===== src/cal_pkg.sv =====
/*
  Shared types and register map for the receive calibration block.
  Lane words are sized for MAX_LANES; designs with fewer lanes use the low bits only.
  Counts are in half-samples and compared with >=, so even limits are expected.
*/
`default_nettype none

package cal_pkg;

    localparam int unsigned LANES_DEF = 8;
    localparam int unsigned MAX_LANES = 16;

    typedef logic [15:0] cnt_t;          // Half-sample counts
    typedef logic [7:0]  apb_addr_t;
    typedef logic [31:0] apb_data_t;
    typedef logic [MAX_LANES-1:0] lane_vec_t;

    typedef struct packed {
        logic      valid;
        lane_vec_t pos;                  // Rising-edge word
        lane_vec_t neg;                  // Falling-edge word
    } lane_word_t;

    typedef struct packed {
        logic enable;
        cnt_t align_target;
        cnt_t timeout_limit;
    } cal_cfg_t;

    typedef struct packed {
        logic      done;
        logic      timed_out;
        lane_vec_t slip_vec;
    } cal_stat_t;

    typedef enum logic [1:0] {
        SLIP_NONE     = 2'd0,
        SLIP_TRIED    = 2'd1,
        SLIP_INVERTED = 2'd2
    } slip_state_e;

    localparam apb_addr_t ADDR_CTRL   = 8'h00;
    localparam apb_addr_t ADDR_TARGET = 8'h04;
    localparam apb_addr_t ADDR_LIMIT  = 8'h08;
    localparam apb_addr_t ADDR_STATUS = 8'h0C;   // Read only
    localparam apb_addr_t ADDR_SLIP   = 8'h10;   // Read only

    localparam cnt_t RST_TARGET = 16'd64;
    localparam cnt_t RST_LIMIT  = 16'd640;

    // Bit mask of the lanes actually in use
    function automatic lane_vec_t lane_mask(input int unsigned lanes);
        lane_vec_t m;
        m = '0;
        for (int i = 0; i < MAX_LANES; i++) begin
            if (i < lanes) begin
                m[i] = 1'b1;
            end
        end
        return m;
    endfunction

endpackage

`default_nettype wire


===== src/cal_apb_regs.sv =====
/*
  APB slave for calibration control and status.
  Zero wait states: pready_o is tied high.
  Unmapped addresses and writes to STATUS or SLIP raise pslverr_o and change nothing.
*/
`timescale 1ns/1ps
`default_nettype none

module cal_apb_regs #(
    parameter int unsigned LANES = 8
) (
    input  wire logic                    clk,
    input  wire logic                    reset,
    input  wire logic                    psel_i,
    input  wire logic                    penable_i,
    input  wire logic                    pwrite_i,
    input  wire cal_pkg::apb_addr_t      paddr_i,
    input  wire cal_pkg::apb_data_t      pwdata_i,
    output cal_pkg::apb_data_t           prdata_o,
    output logic                         pready_o,
    output logic                         pslverr_o,
    input  wire cal_pkg::cal_stat_t      stat_i,
    output cal_pkg::cal_cfg_t            cfg_o
);

    localparam cal_pkg::lane_vec_t USED = cal_pkg::lane_mask(LANES);

    logic           enable_r;
    cal_pkg::cnt_t  target_r;
    cal_pkg::cnt_t  limit_r;
    logic           access;
    logic           addr_ok;
    logic           addr_ro;
    logic           wr_en;

    always_comb begin
        access   = psel_i && penable_i;
        addr_ok  = 1'b1;
        addr_ro  = 1'b0;
        prdata_o = '0;
        case (paddr_i)
            cal_pkg::ADDR_CTRL: begin
                prdata_o = cal_pkg::apb_data_t'(enable_r);
            end
            cal_pkg::ADDR_TARGET: begin
                prdata_o = cal_pkg::apb_data_t'(target_r);
            end
            cal_pkg::ADDR_LIMIT: begin
                prdata_o = cal_pkg::apb_data_t'(limit_r);
            end
            cal_pkg::ADDR_STATUS: begin
                addr_ro  = 1'b1;
                prdata_o = cal_pkg::apb_data_t'({stat_i.timed_out, stat_i.done});
            end
            cal_pkg::ADDR_SLIP: begin
                addr_ro  = 1'b1;
                prdata_o = cal_pkg::apb_data_t'(stat_i.slip_vec & USED);
            end
            default: begin
                addr_ok = 1'b0;
            end
        endcase

        pready_o  = 1'b1;
        pslverr_o = access && (!addr_ok || (pwrite_i && addr_ro));
        wr_en     = access && pwrite_i && addr_ok && !addr_ro;
    end

    always_ff @(posedge clk) begin
        if (reset) begin
            enable_r <= 1'b0;
            target_r <= cal_pkg::RST_TARGET;
            limit_r  <= cal_pkg::RST_LIMIT;
        end else if (wr_en) begin
            case (paddr_i)
                cal_pkg::ADDR_CTRL:   enable_r <= pwdata_i[0];
                cal_pkg::ADDR_TARGET: target_r <= pwdata_i[15:0];
                cal_pkg::ADDR_LIMIT:  limit_r  <= pwdata_i[15:0];
                default: ;                           // Decode already filtered
            endcase
        end
    end

    always_comb begin
        cfg_o.enable        = enable_r;
        cfg_o.align_target  = target_r;
        cfg_o.timeout_limit = limit_r;
    end

    // Access phase always follows a setup phase with psel held
    a_penable_needs_psel: assert property (
        @(posedge clk) disable iff (reset)
        penable_i |-> psel_i
    ) else $error("penable high without psel");

endmodule

`default_nettype wire


===== src/cal_checker.sv =====
/*
  Lane agreement check and bit-slip search.
  Search steps on a pos mismatch: slip differing lanes, invert, then clear.
  The valid sample right after a slip change is dropped as stale.
  done and timed_out hold until enable is cleared; clearing enable restarts the search.
*/
`timescale 1ns/1ps
`default_nettype none

module cal_checker #(
    parameter int unsigned LANES = 8
) (
    input  wire logic                    clk,
    input  wire logic                    reset,
    input  wire cal_pkg::lane_word_t     sample_i,
    input  wire cal_pkg::cal_cfg_t       cfg_i,
    output cal_pkg::cal_stat_t           stat_o
);

    localparam cal_pkg::lane_vec_t USED = cal_pkg::lane_mask(LANES);
    localparam cal_pkg::cnt_t STEP = 16'd2;          // Two half-samples per cycle

    cal_pkg::lane_vec_t  pos_diff;
    cal_pkg::lane_vec_t  neg_diff;
    logic                pos_match;
    logic                neg_match;
    logic                match;
    logic                finished;
    logic                flush;                      // Drop next valid sample
    logic                done;
    logic                timed_out;
    cal_pkg::slip_state_e state;
    cal_pkg::lane_vec_t  slip_vec;
    cal_pkg::cnt_t       aligned_cnt;
    cal_pkg::cnt_t       timeout_cnt;
    cal_pkg::cnt_t       aligned_nxt;
    cal_pkg::cnt_t       timeout_nxt;

    always_comb begin
        // Lanes that disagree with lane 0
        pos_diff    = (sample_i.pos ^ {cal_pkg::MAX_LANES{sample_i.pos[0]}}) & USED;
        neg_diff    = (sample_i.neg ^ {cal_pkg::MAX_LANES{sample_i.neg[0]}}) & USED;
        pos_match   = (pos_diff == '0);
        neg_match   = (neg_diff == '0);
        match       = pos_match && neg_match;
        finished    = done || timed_out;
        timeout_nxt = timeout_cnt + STEP;
        aligned_nxt = match ? aligned_cnt + STEP : '0;
    end

    always_ff @(posedge clk) begin
        if (reset || !cfg_i.enable) begin
            state       <= cal_pkg::SLIP_NONE;
            slip_vec    <= '0;
            aligned_cnt <= '0;
            timeout_cnt <= '0;
            flush       <= 1'b0;
            done        <= 1'b0;
            timed_out   <= 1'b0;
        end else if (!finished) begin
            timeout_cnt <= timeout_nxt;
            if (timeout_nxt >= cfg_i.timeout_limit) begin
                timed_out <= 1'b1;
            end

            if (sample_i.valid) begin
                if (flush) begin
                    flush <= 1'b0;                   // Captured with the old slip
                end else begin
                    aligned_cnt <= aligned_nxt;
                    if (match && aligned_nxt >= cfg_i.align_target) begin
                        done <= 1'b1;
                    end

                    if (!pos_match) begin
                        flush <= 1'b1;
                        case (state)
                            cal_pkg::SLIP_NONE: begin
                                slip_vec <= pos_diff;
                                state    <= cal_pkg::SLIP_TRIED;
                            end
                            cal_pkg::SLIP_TRIED: begin
                                slip_vec <= ~slip_vec & USED;
                                state    <= cal_pkg::SLIP_INVERTED;
                            end
                            default: begin
                                slip_vec <= '0;
                                state    <= cal_pkg::SLIP_NONE;
                            end
                        endcase
                    end
                end
            end
        end
    end

    always_comb begin
        stat_o.done      = done;
        stat_o.timed_out = timed_out;
        stat_o.slip_vec  = slip_vec;
    end

    // Status only develops while the search is enabled
    a_idle_when_disabled: assert property (
        @(posedge clk) disable iff (reset)
        !cfg_i.enable |=> !(stat_o.done || stat_o.timed_out)
    ) else $error("status set while disabled");

    // Lock found; slip vector must hold until software restarts
    a_slip_frozen: assert property (
        @(posedge clk) disable iff (reset)
        (stat_o.done && cfg_i.enable) |=> $stable(stat_o.slip_vec)
    ) else $error("slip vector changed after done");

endmodule

`default_nettype wire


===== src/lane_capture.sv =====
/*
  Input stage. One cycle from the link pins to sample_o.
  A slipped lane presents last cycle's neg bit as pos and the current pos bit as neg.
  slip_vec_i must only have bits set below LANES.
*/
`timescale 1ns/1ps
`default_nettype none

module lane_capture #(
    parameter int unsigned LANES = 8
) (
    input  wire logic                    clk,
    input  wire logic                    reset,
    input  wire logic [LANES-1:0]        pos_data_i,
    input  wire logic [LANES-1:0]        neg_data_i,
    input  wire logic                    link_valid_i,
    input  wire cal_pkg::lane_vec_t      slip_vec_i,
    output cal_pkg::lane_word_t          sample_o
);

    localparam cal_pkg::lane_vec_t USED = cal_pkg::lane_mask(LANES);

    cal_pkg::lane_vec_t pos_ext;
    cal_pkg::lane_vec_t neg_ext;
    cal_pkg::lane_vec_t neg_prev;        // Neg word of the previous cycle
    cal_pkg::lane_vec_t pos_sel;
    cal_pkg::lane_vec_t neg_sel;

    always_comb begin
        pos_ext = cal_pkg::lane_vec_t'(pos_data_i);
        neg_ext = cal_pkg::lane_vec_t'(neg_data_i);
        // Slipped lanes shift back by half a cycle
        pos_sel = (slip_vec_i & neg_prev) | (~slip_vec_i & pos_ext);
        neg_sel = (slip_vec_i & pos_ext)  | (~slip_vec_i & neg_ext);
    end

    always_ff @(posedge clk) begin
        if (reset) begin
            sample_o.valid <= 1'b0;
        end else begin
            sample_o.valid <= link_valid_i;
        end
    end

    always_ff @(posedge clk) begin
        neg_prev     <= neg_ext;
        sample_o.pos <= pos_sel & USED;
        sample_o.neg <= neg_sel & USED;
    end

    // The checker must never request a slip on a lane that does not exist
    a_slip_in_range: assert property (
        @(posedge clk) disable iff (reset)
        (slip_vec_i & ~USED) == '0
    ) else $error("slip bit set above lane count");

endmodule

`default_nettype wire


===== src/rx_cal_top.sv =====
/*
  Receive calibration top: capture, checker and APB register block.
  LANES may be 1 to 16. The link has no flow control.
*/
`timescale 1ns/1ps
`default_nettype none

module rx_cal_top #(
    parameter int unsigned LANES = cal_pkg::LANES_DEF
) (
    input  wire logic                    clk,
    input  wire logic                    reset,
    input  wire logic [LANES-1:0]        pos_data_i,
    input  wire logic [LANES-1:0]        neg_data_i,
    input  wire logic                    link_valid_i,
    input  wire logic                    psel_i,
    input  wire logic                    penable_i,
    input  wire logic                    pwrite_i,
    input  wire cal_pkg::apb_addr_t      paddr_i,
    input  wire cal_pkg::apb_data_t      pwdata_i,
    output cal_pkg::apb_data_t           prdata_o,
    output logic                         pready_o,
    output logic                         pslverr_o
);

    cal_pkg::lane_word_t sample;
    cal_pkg::cal_cfg_t   cfg;
    cal_pkg::cal_stat_t  stat;

    if (LANES < 1 || LANES > cal_pkg::MAX_LANES) begin : g_bad_lanes
        $error("LANES out of range");
    end

    lane_capture #(.LANES(LANES)) u_capture (
        .clk          (clk),
        .reset        (reset),
        .pos_data_i   (pos_data_i),
        .neg_data_i   (neg_data_i),
        .link_valid_i (link_valid_i),
        .slip_vec_i   (stat.slip_vec),
        .sample_o     (sample)
    );

    cal_checker #(.LANES(LANES)) u_checker (
        .clk      (clk),
        .reset    (reset),
        .sample_i (sample),
        .cfg_i    (cfg),
        .stat_o   (stat)
    );

    cal_apb_regs #(.LANES(LANES)) u_regs (
        .clk       (clk),
        .reset     (reset),
        .psel_i    (psel_i),
        .penable_i (penable_i),
        .pwrite_i  (pwrite_i),
        .paddr_i   (paddr_i),
        .pwdata_i  (pwdata_i),
        .prdata_o  (prdata_o),
        .pready_o  (pready_o),
        .pslverr_o (pslverr_o),
        .stat_i    (stat),
        .cfg_o     (cfg)
    );

endmodule

`default_nettype wire


===== config.mk =====
export PLATFORM = sky130hd
export DESIGN_NAME = rx_cal_top
export DESIGN_NICKNAME = d
export VERILOG_FILES = /design/src/cal_pkg.sv /design/src/cal_apb_regs.sv /design/src/cal_checker.sv /design/src/lane_capture.sv /design/src/rx_cal_top.sv
export SDC_FILE = /design/constraint.sdc
export NUM_CORES = 1
export LEC_CHECK = 0
export BUFFER_PORTS_ARGS = -buffer_cell sky130_fd_sc_hd__buf_2
export CELL_PAD_IN_SITES_DETAIL_PLACEMENT = 2
export CELL_PAD_IN_SITES_GLOBAL_PLACEMENT = 2
export CORE_ASPECT_RATIO = 1.1
export CORE_MARGIN = 2
export CORE_UTILIZATION = 34
export CTS_CLUSTER_SIZE = 28
export DETAILED_ROUTE_END_ITERATION = 8
export HOLD_SLACK_MARGIN = 0.1
export PLACE_DENSITY = 0.86
export SETUP_SLACK_MARGIN = 0.3
export SYNTH_ARGS = -nofsm -noshare
export SYNTH_HDL_FRONTEND = slang
export SYNTH_SLANG_ARGS = --single-unit

===== constraint.sdc =====
create_clock -name clk -period 3.8 [get_ports clk]
set_input_delay 0.95 -clock clk [delete_from_list [all_inputs] [get_ports clk]]
set_output_delay 0.95 -clock clk [all_outputs]
set_load 0.01 [all_outputs]

==> flow_metrics.env <==
export IMPL_hp_class="flip-flop to flip-flop"
export IMPL_initial_core_util_pct=34.95
export IMPL_fin_skew_ns=0.006980
export IMPL_fin_nets=813
export IMPL_cts_sinks=102
export IMPL_crit_path_max_fanout=3
export IMPL_pre_cts_ws_ns=-0.001451
export IMPL_cp_end_kind="primary output"
export IMPL_placed_area_sq_um=6177
export IMPL_vias_per_cell=5.475
export IMPL_synthTopCellsByCount="102 x dfxtp_1, 81 x nor2_1, 45 x inv_1"
export IMPL_rrSetupSlack_ns=0.52
export IMPL_tightest_slew_ns=0.9467
export IMPL_hold_slack_ns=0.4576
export IMPL_cts_root_buffer="clkbuf_16"
export IMPL_port_buffers=62
export IMPL_synth_flop_cell="dfxtp_1"
export IMPL_grt_pass1_wl_um=29360
export IMPL_ios=96
export IMPL_grt_busiest_layer="met2"
export IMPL_drt_first_pass_iters=4
export IMPL_avgSynthCellArea_sq_um=8.621
export IMPL_reg2reg_from="u_checker.aligned_cnt[2]"
export IMPL_gp_congestion=0.8403
export IMPL_stdcell_area_sq_um=6581
export IMPL_status="finished, final reports clean"
export IMPL_p_leak_uw=0.002733
export IMPL_synthToLayoutAreaGrowth_pct=14.62
export IMPL_placedCellCount=907
export IMPL_num_rows=49
export IMPL_grtUsageMet2_pct=39.35
export IMPL_antenna_left=0
export IMPL_cp_data_arrival_time_ns=2.71
export IMPL_slew_viol_final=0
export IMPL_netlist_area_sq_um=5742
export IMPL_area_sequential_sq_um=2043
export IMPL_grt_max_degree=39
export IMPL_critPathRequiredTime_ns=2.85
export IMPL_antennaDiodeCount=0
export IMPL_drive_gt1_share_pct=18.01
export IMPL_synth_edf_count=0
export IMPL_maxSlewHeadroom_pct=36.47
export IMPL_gr_usage_met1_pct=23.79
export IMPL_setup_viol=0
export IMPL_fillers=1837
export IMPL_antenna_found_initial=0
export IMPL_fp_dieH_um=140.3
export IMPL_grt_overflow=0
export IMPL_r2r_end="u_checker.done"
export IMPL_die_w_um=127.9
export IMPL_yosysUniqueCellTypes=62
export IMPL_cp_start_kind="input pin"
export IMPL_fmax_mhz=272.9
export IMPL_dieArea_sq_um=17940
export IMPL_drv_cap=0
export IMPL_cts_buffer_depth=2
export IMPL_ff2ff_path_depth=12
export IMPL_wire_per_inst_um=19.72
export IMPL_synth_most_common_cell="dfxtp_1"
export IMPL_finalWirelength_um=18260
export IMPL_final_cells=926
export IMPL_async_flop_share_pct=0
export IMPL_clk_latency_ns=0.36
export IMPL_critPathKind="input pin to primary output"
export IMPL_period_share_pct=96.43
export IMPL_vdd_drop_max_v=0.0002159
export IMPL_numCtsBuffers=9
export IMPL_vias=5070
export IMPL_grt_usage_pct=20.80
export IMPL_coreArea_sq_um=16430
export IMPL_place_hpwl_um=13480
export IMPL_period_needed_ns=3.664
export IMPL_synth_top_area_cell="dfxtp_1"
export IMPL_synthCells=666
export IMPL_yosysSeqAreaShare_pct=35.56
export IMPL_hold_violations=0
export IMPL_ys_seq_elements=102
export IMPL_ys_top_cells_by_area="dfxtp_1 36%, ha_1 7.2%, mux2i_1 6.1%, nor2_1 5.3%, xor2_1 4.6%"
export IMPL_min_to="u_capture.sample_o[21]"
export IMPL_multi_input_area_sq_um=3371
export IMPL_synth_top_cell_area_share_pct=35.56
export IMPL_cts_tree="built"
export IMPL_hold_depth=1
export IMPL_synth_warnings=0
export IMPL_finalWorstSetupSlack_ns=0.1358
export IMPL_drc=0
export IMPL_clkTransAtPathRegs_ns=0.08
export IMPL_first_global_vias=5620
export IMPL_power_density_nw_per_um2=320.3
export IMPL_cts_htree_levels=3
export IMPL_rsz0062_at_grt="true"
export IMPL_drtIter0Drc=188
export IMPL_gr_usage_met3_pct=3.285
export IMPL_min_delay_start="u_capture.neg_prev[5]"
==> worst max-delay path by stage <==
stage / endpoint / start / cells past startpoint / slack (ns)
finish: prdata_o[3] / paddr_i[0] / 8 / 0.14
global route: prdata_o[3] / paddr_i[0] / 8 / 0.05
CTS: prdata_o[7] / paddr_i[0] / 8 / 0.10
detailed placement: prdata_o[15] / paddr_i[0] / 7 / -0.001
global placement: prdata_o[13] / paddr_i[0] / 7 / 0.09
floorplan: prdata_o[5] / paddr_i[0] / 6 / 0.31
==> layout make-up <==
cell class	count	share of cell area [%]
Clock buffer	9	3.422
Clock inverter	6	0.8365
Inverter	45	2.567
Multi-Input combinational cell	483	51.22
Sequential cell	102	31.05
Tap cell	204	3.878
Timing Repair Buffer	77	7.034
==> power by group <==
group / internal (uW) / total (uW) / leakage, uW / switching (uW)
Combinational: 36.8 / 95.5 / 0.00176 / 58.6
Clock: 455 / 920 / 0.000138 / 465
Sequential: 1080 / 1090 / 0.000831 / 11.2
==> through the flow <==
step | power [uW] | TNS [ns] | util [%]
floorplan | 1175 | 0 | -
global placement | 1202 | 0 | 37.60
detailed placement | 1210 | -0.001451 | 37.60
CTS | 2121 | 0 | 39.69
global route | 2185 | 0 | 40.05
finish | 2108 | 0 | 40.05
==> timing repair <==
item | CTS | global route
endpoints found under the setup margin | 17 | 18
hold buffers | 0 | 0
setup buffers | 3 | 1
resized for setup | 7 | 12
pin swaps | 4 | 5
==> sequential cells by signal (all words and copies together) (netlist names) <==
name	cells
u_regs.target_r	16
u_checker.slip_vec	8
u_regs.limit_r	16
u_checker.state	2
u_checker.done	1
u_capture.neg_prev	8
u_checker.flush	1
u_regs.enable_r	1
u_checker.aligned_cnt	16
u_capture.sample_o	17
u_checker.timed_out	1
u_checker.timeout_cnt	15
==> placed cells by master, fill, tap and decap left out, types with 16 or more instances in the layout <==
cell type  instances
buf_2             58
mux2i_1           35
xor2_1            30
a21oi_1           26
inv_1             45
ha_1              32
nand2_1           41
xnor2_1           16
nand3_1           27
conb_1            17
nand4_1           19
mux2_2            16
nor2_1            80
dfxtp_1          101
nor3_1            17
==> critical path, stage by stage <==
cell and delay (ns):
buf_6 0.09, or4_4 0.53, or4b_4 0.53, nor2_4 0.17, buf_6 0.13, a222oi_1 0.08, inv_1 0.10, buf_2 0.13
==> routing by layer <==
layer / vias to the layer above / wire length (um)
li1: 2415 / -
met3: 25 / 510
met1: 2529 / 7654
met4: 0 / 363
met2: 101 / 9736
met5: - / 0
==> logic make-up (layout without fill, tap and decap cells) <==
group                      count (synthesis)  after routing  synth area share [%]
DFF                                      102            102                 35.56
xor gates and xnor gates                  46             46                 7.017
other                                      2             17                0.1308
AOI/OAI and AO/OA                         95             95                 11.68
and+or+nand+nor                          241            241                 21.16
adders and majority gates                 33             33                 7.191
muxes                                     51             51                 9.240
buffers and inverters                     96            137                 8.019
Power figures use the tool's default switching activity.
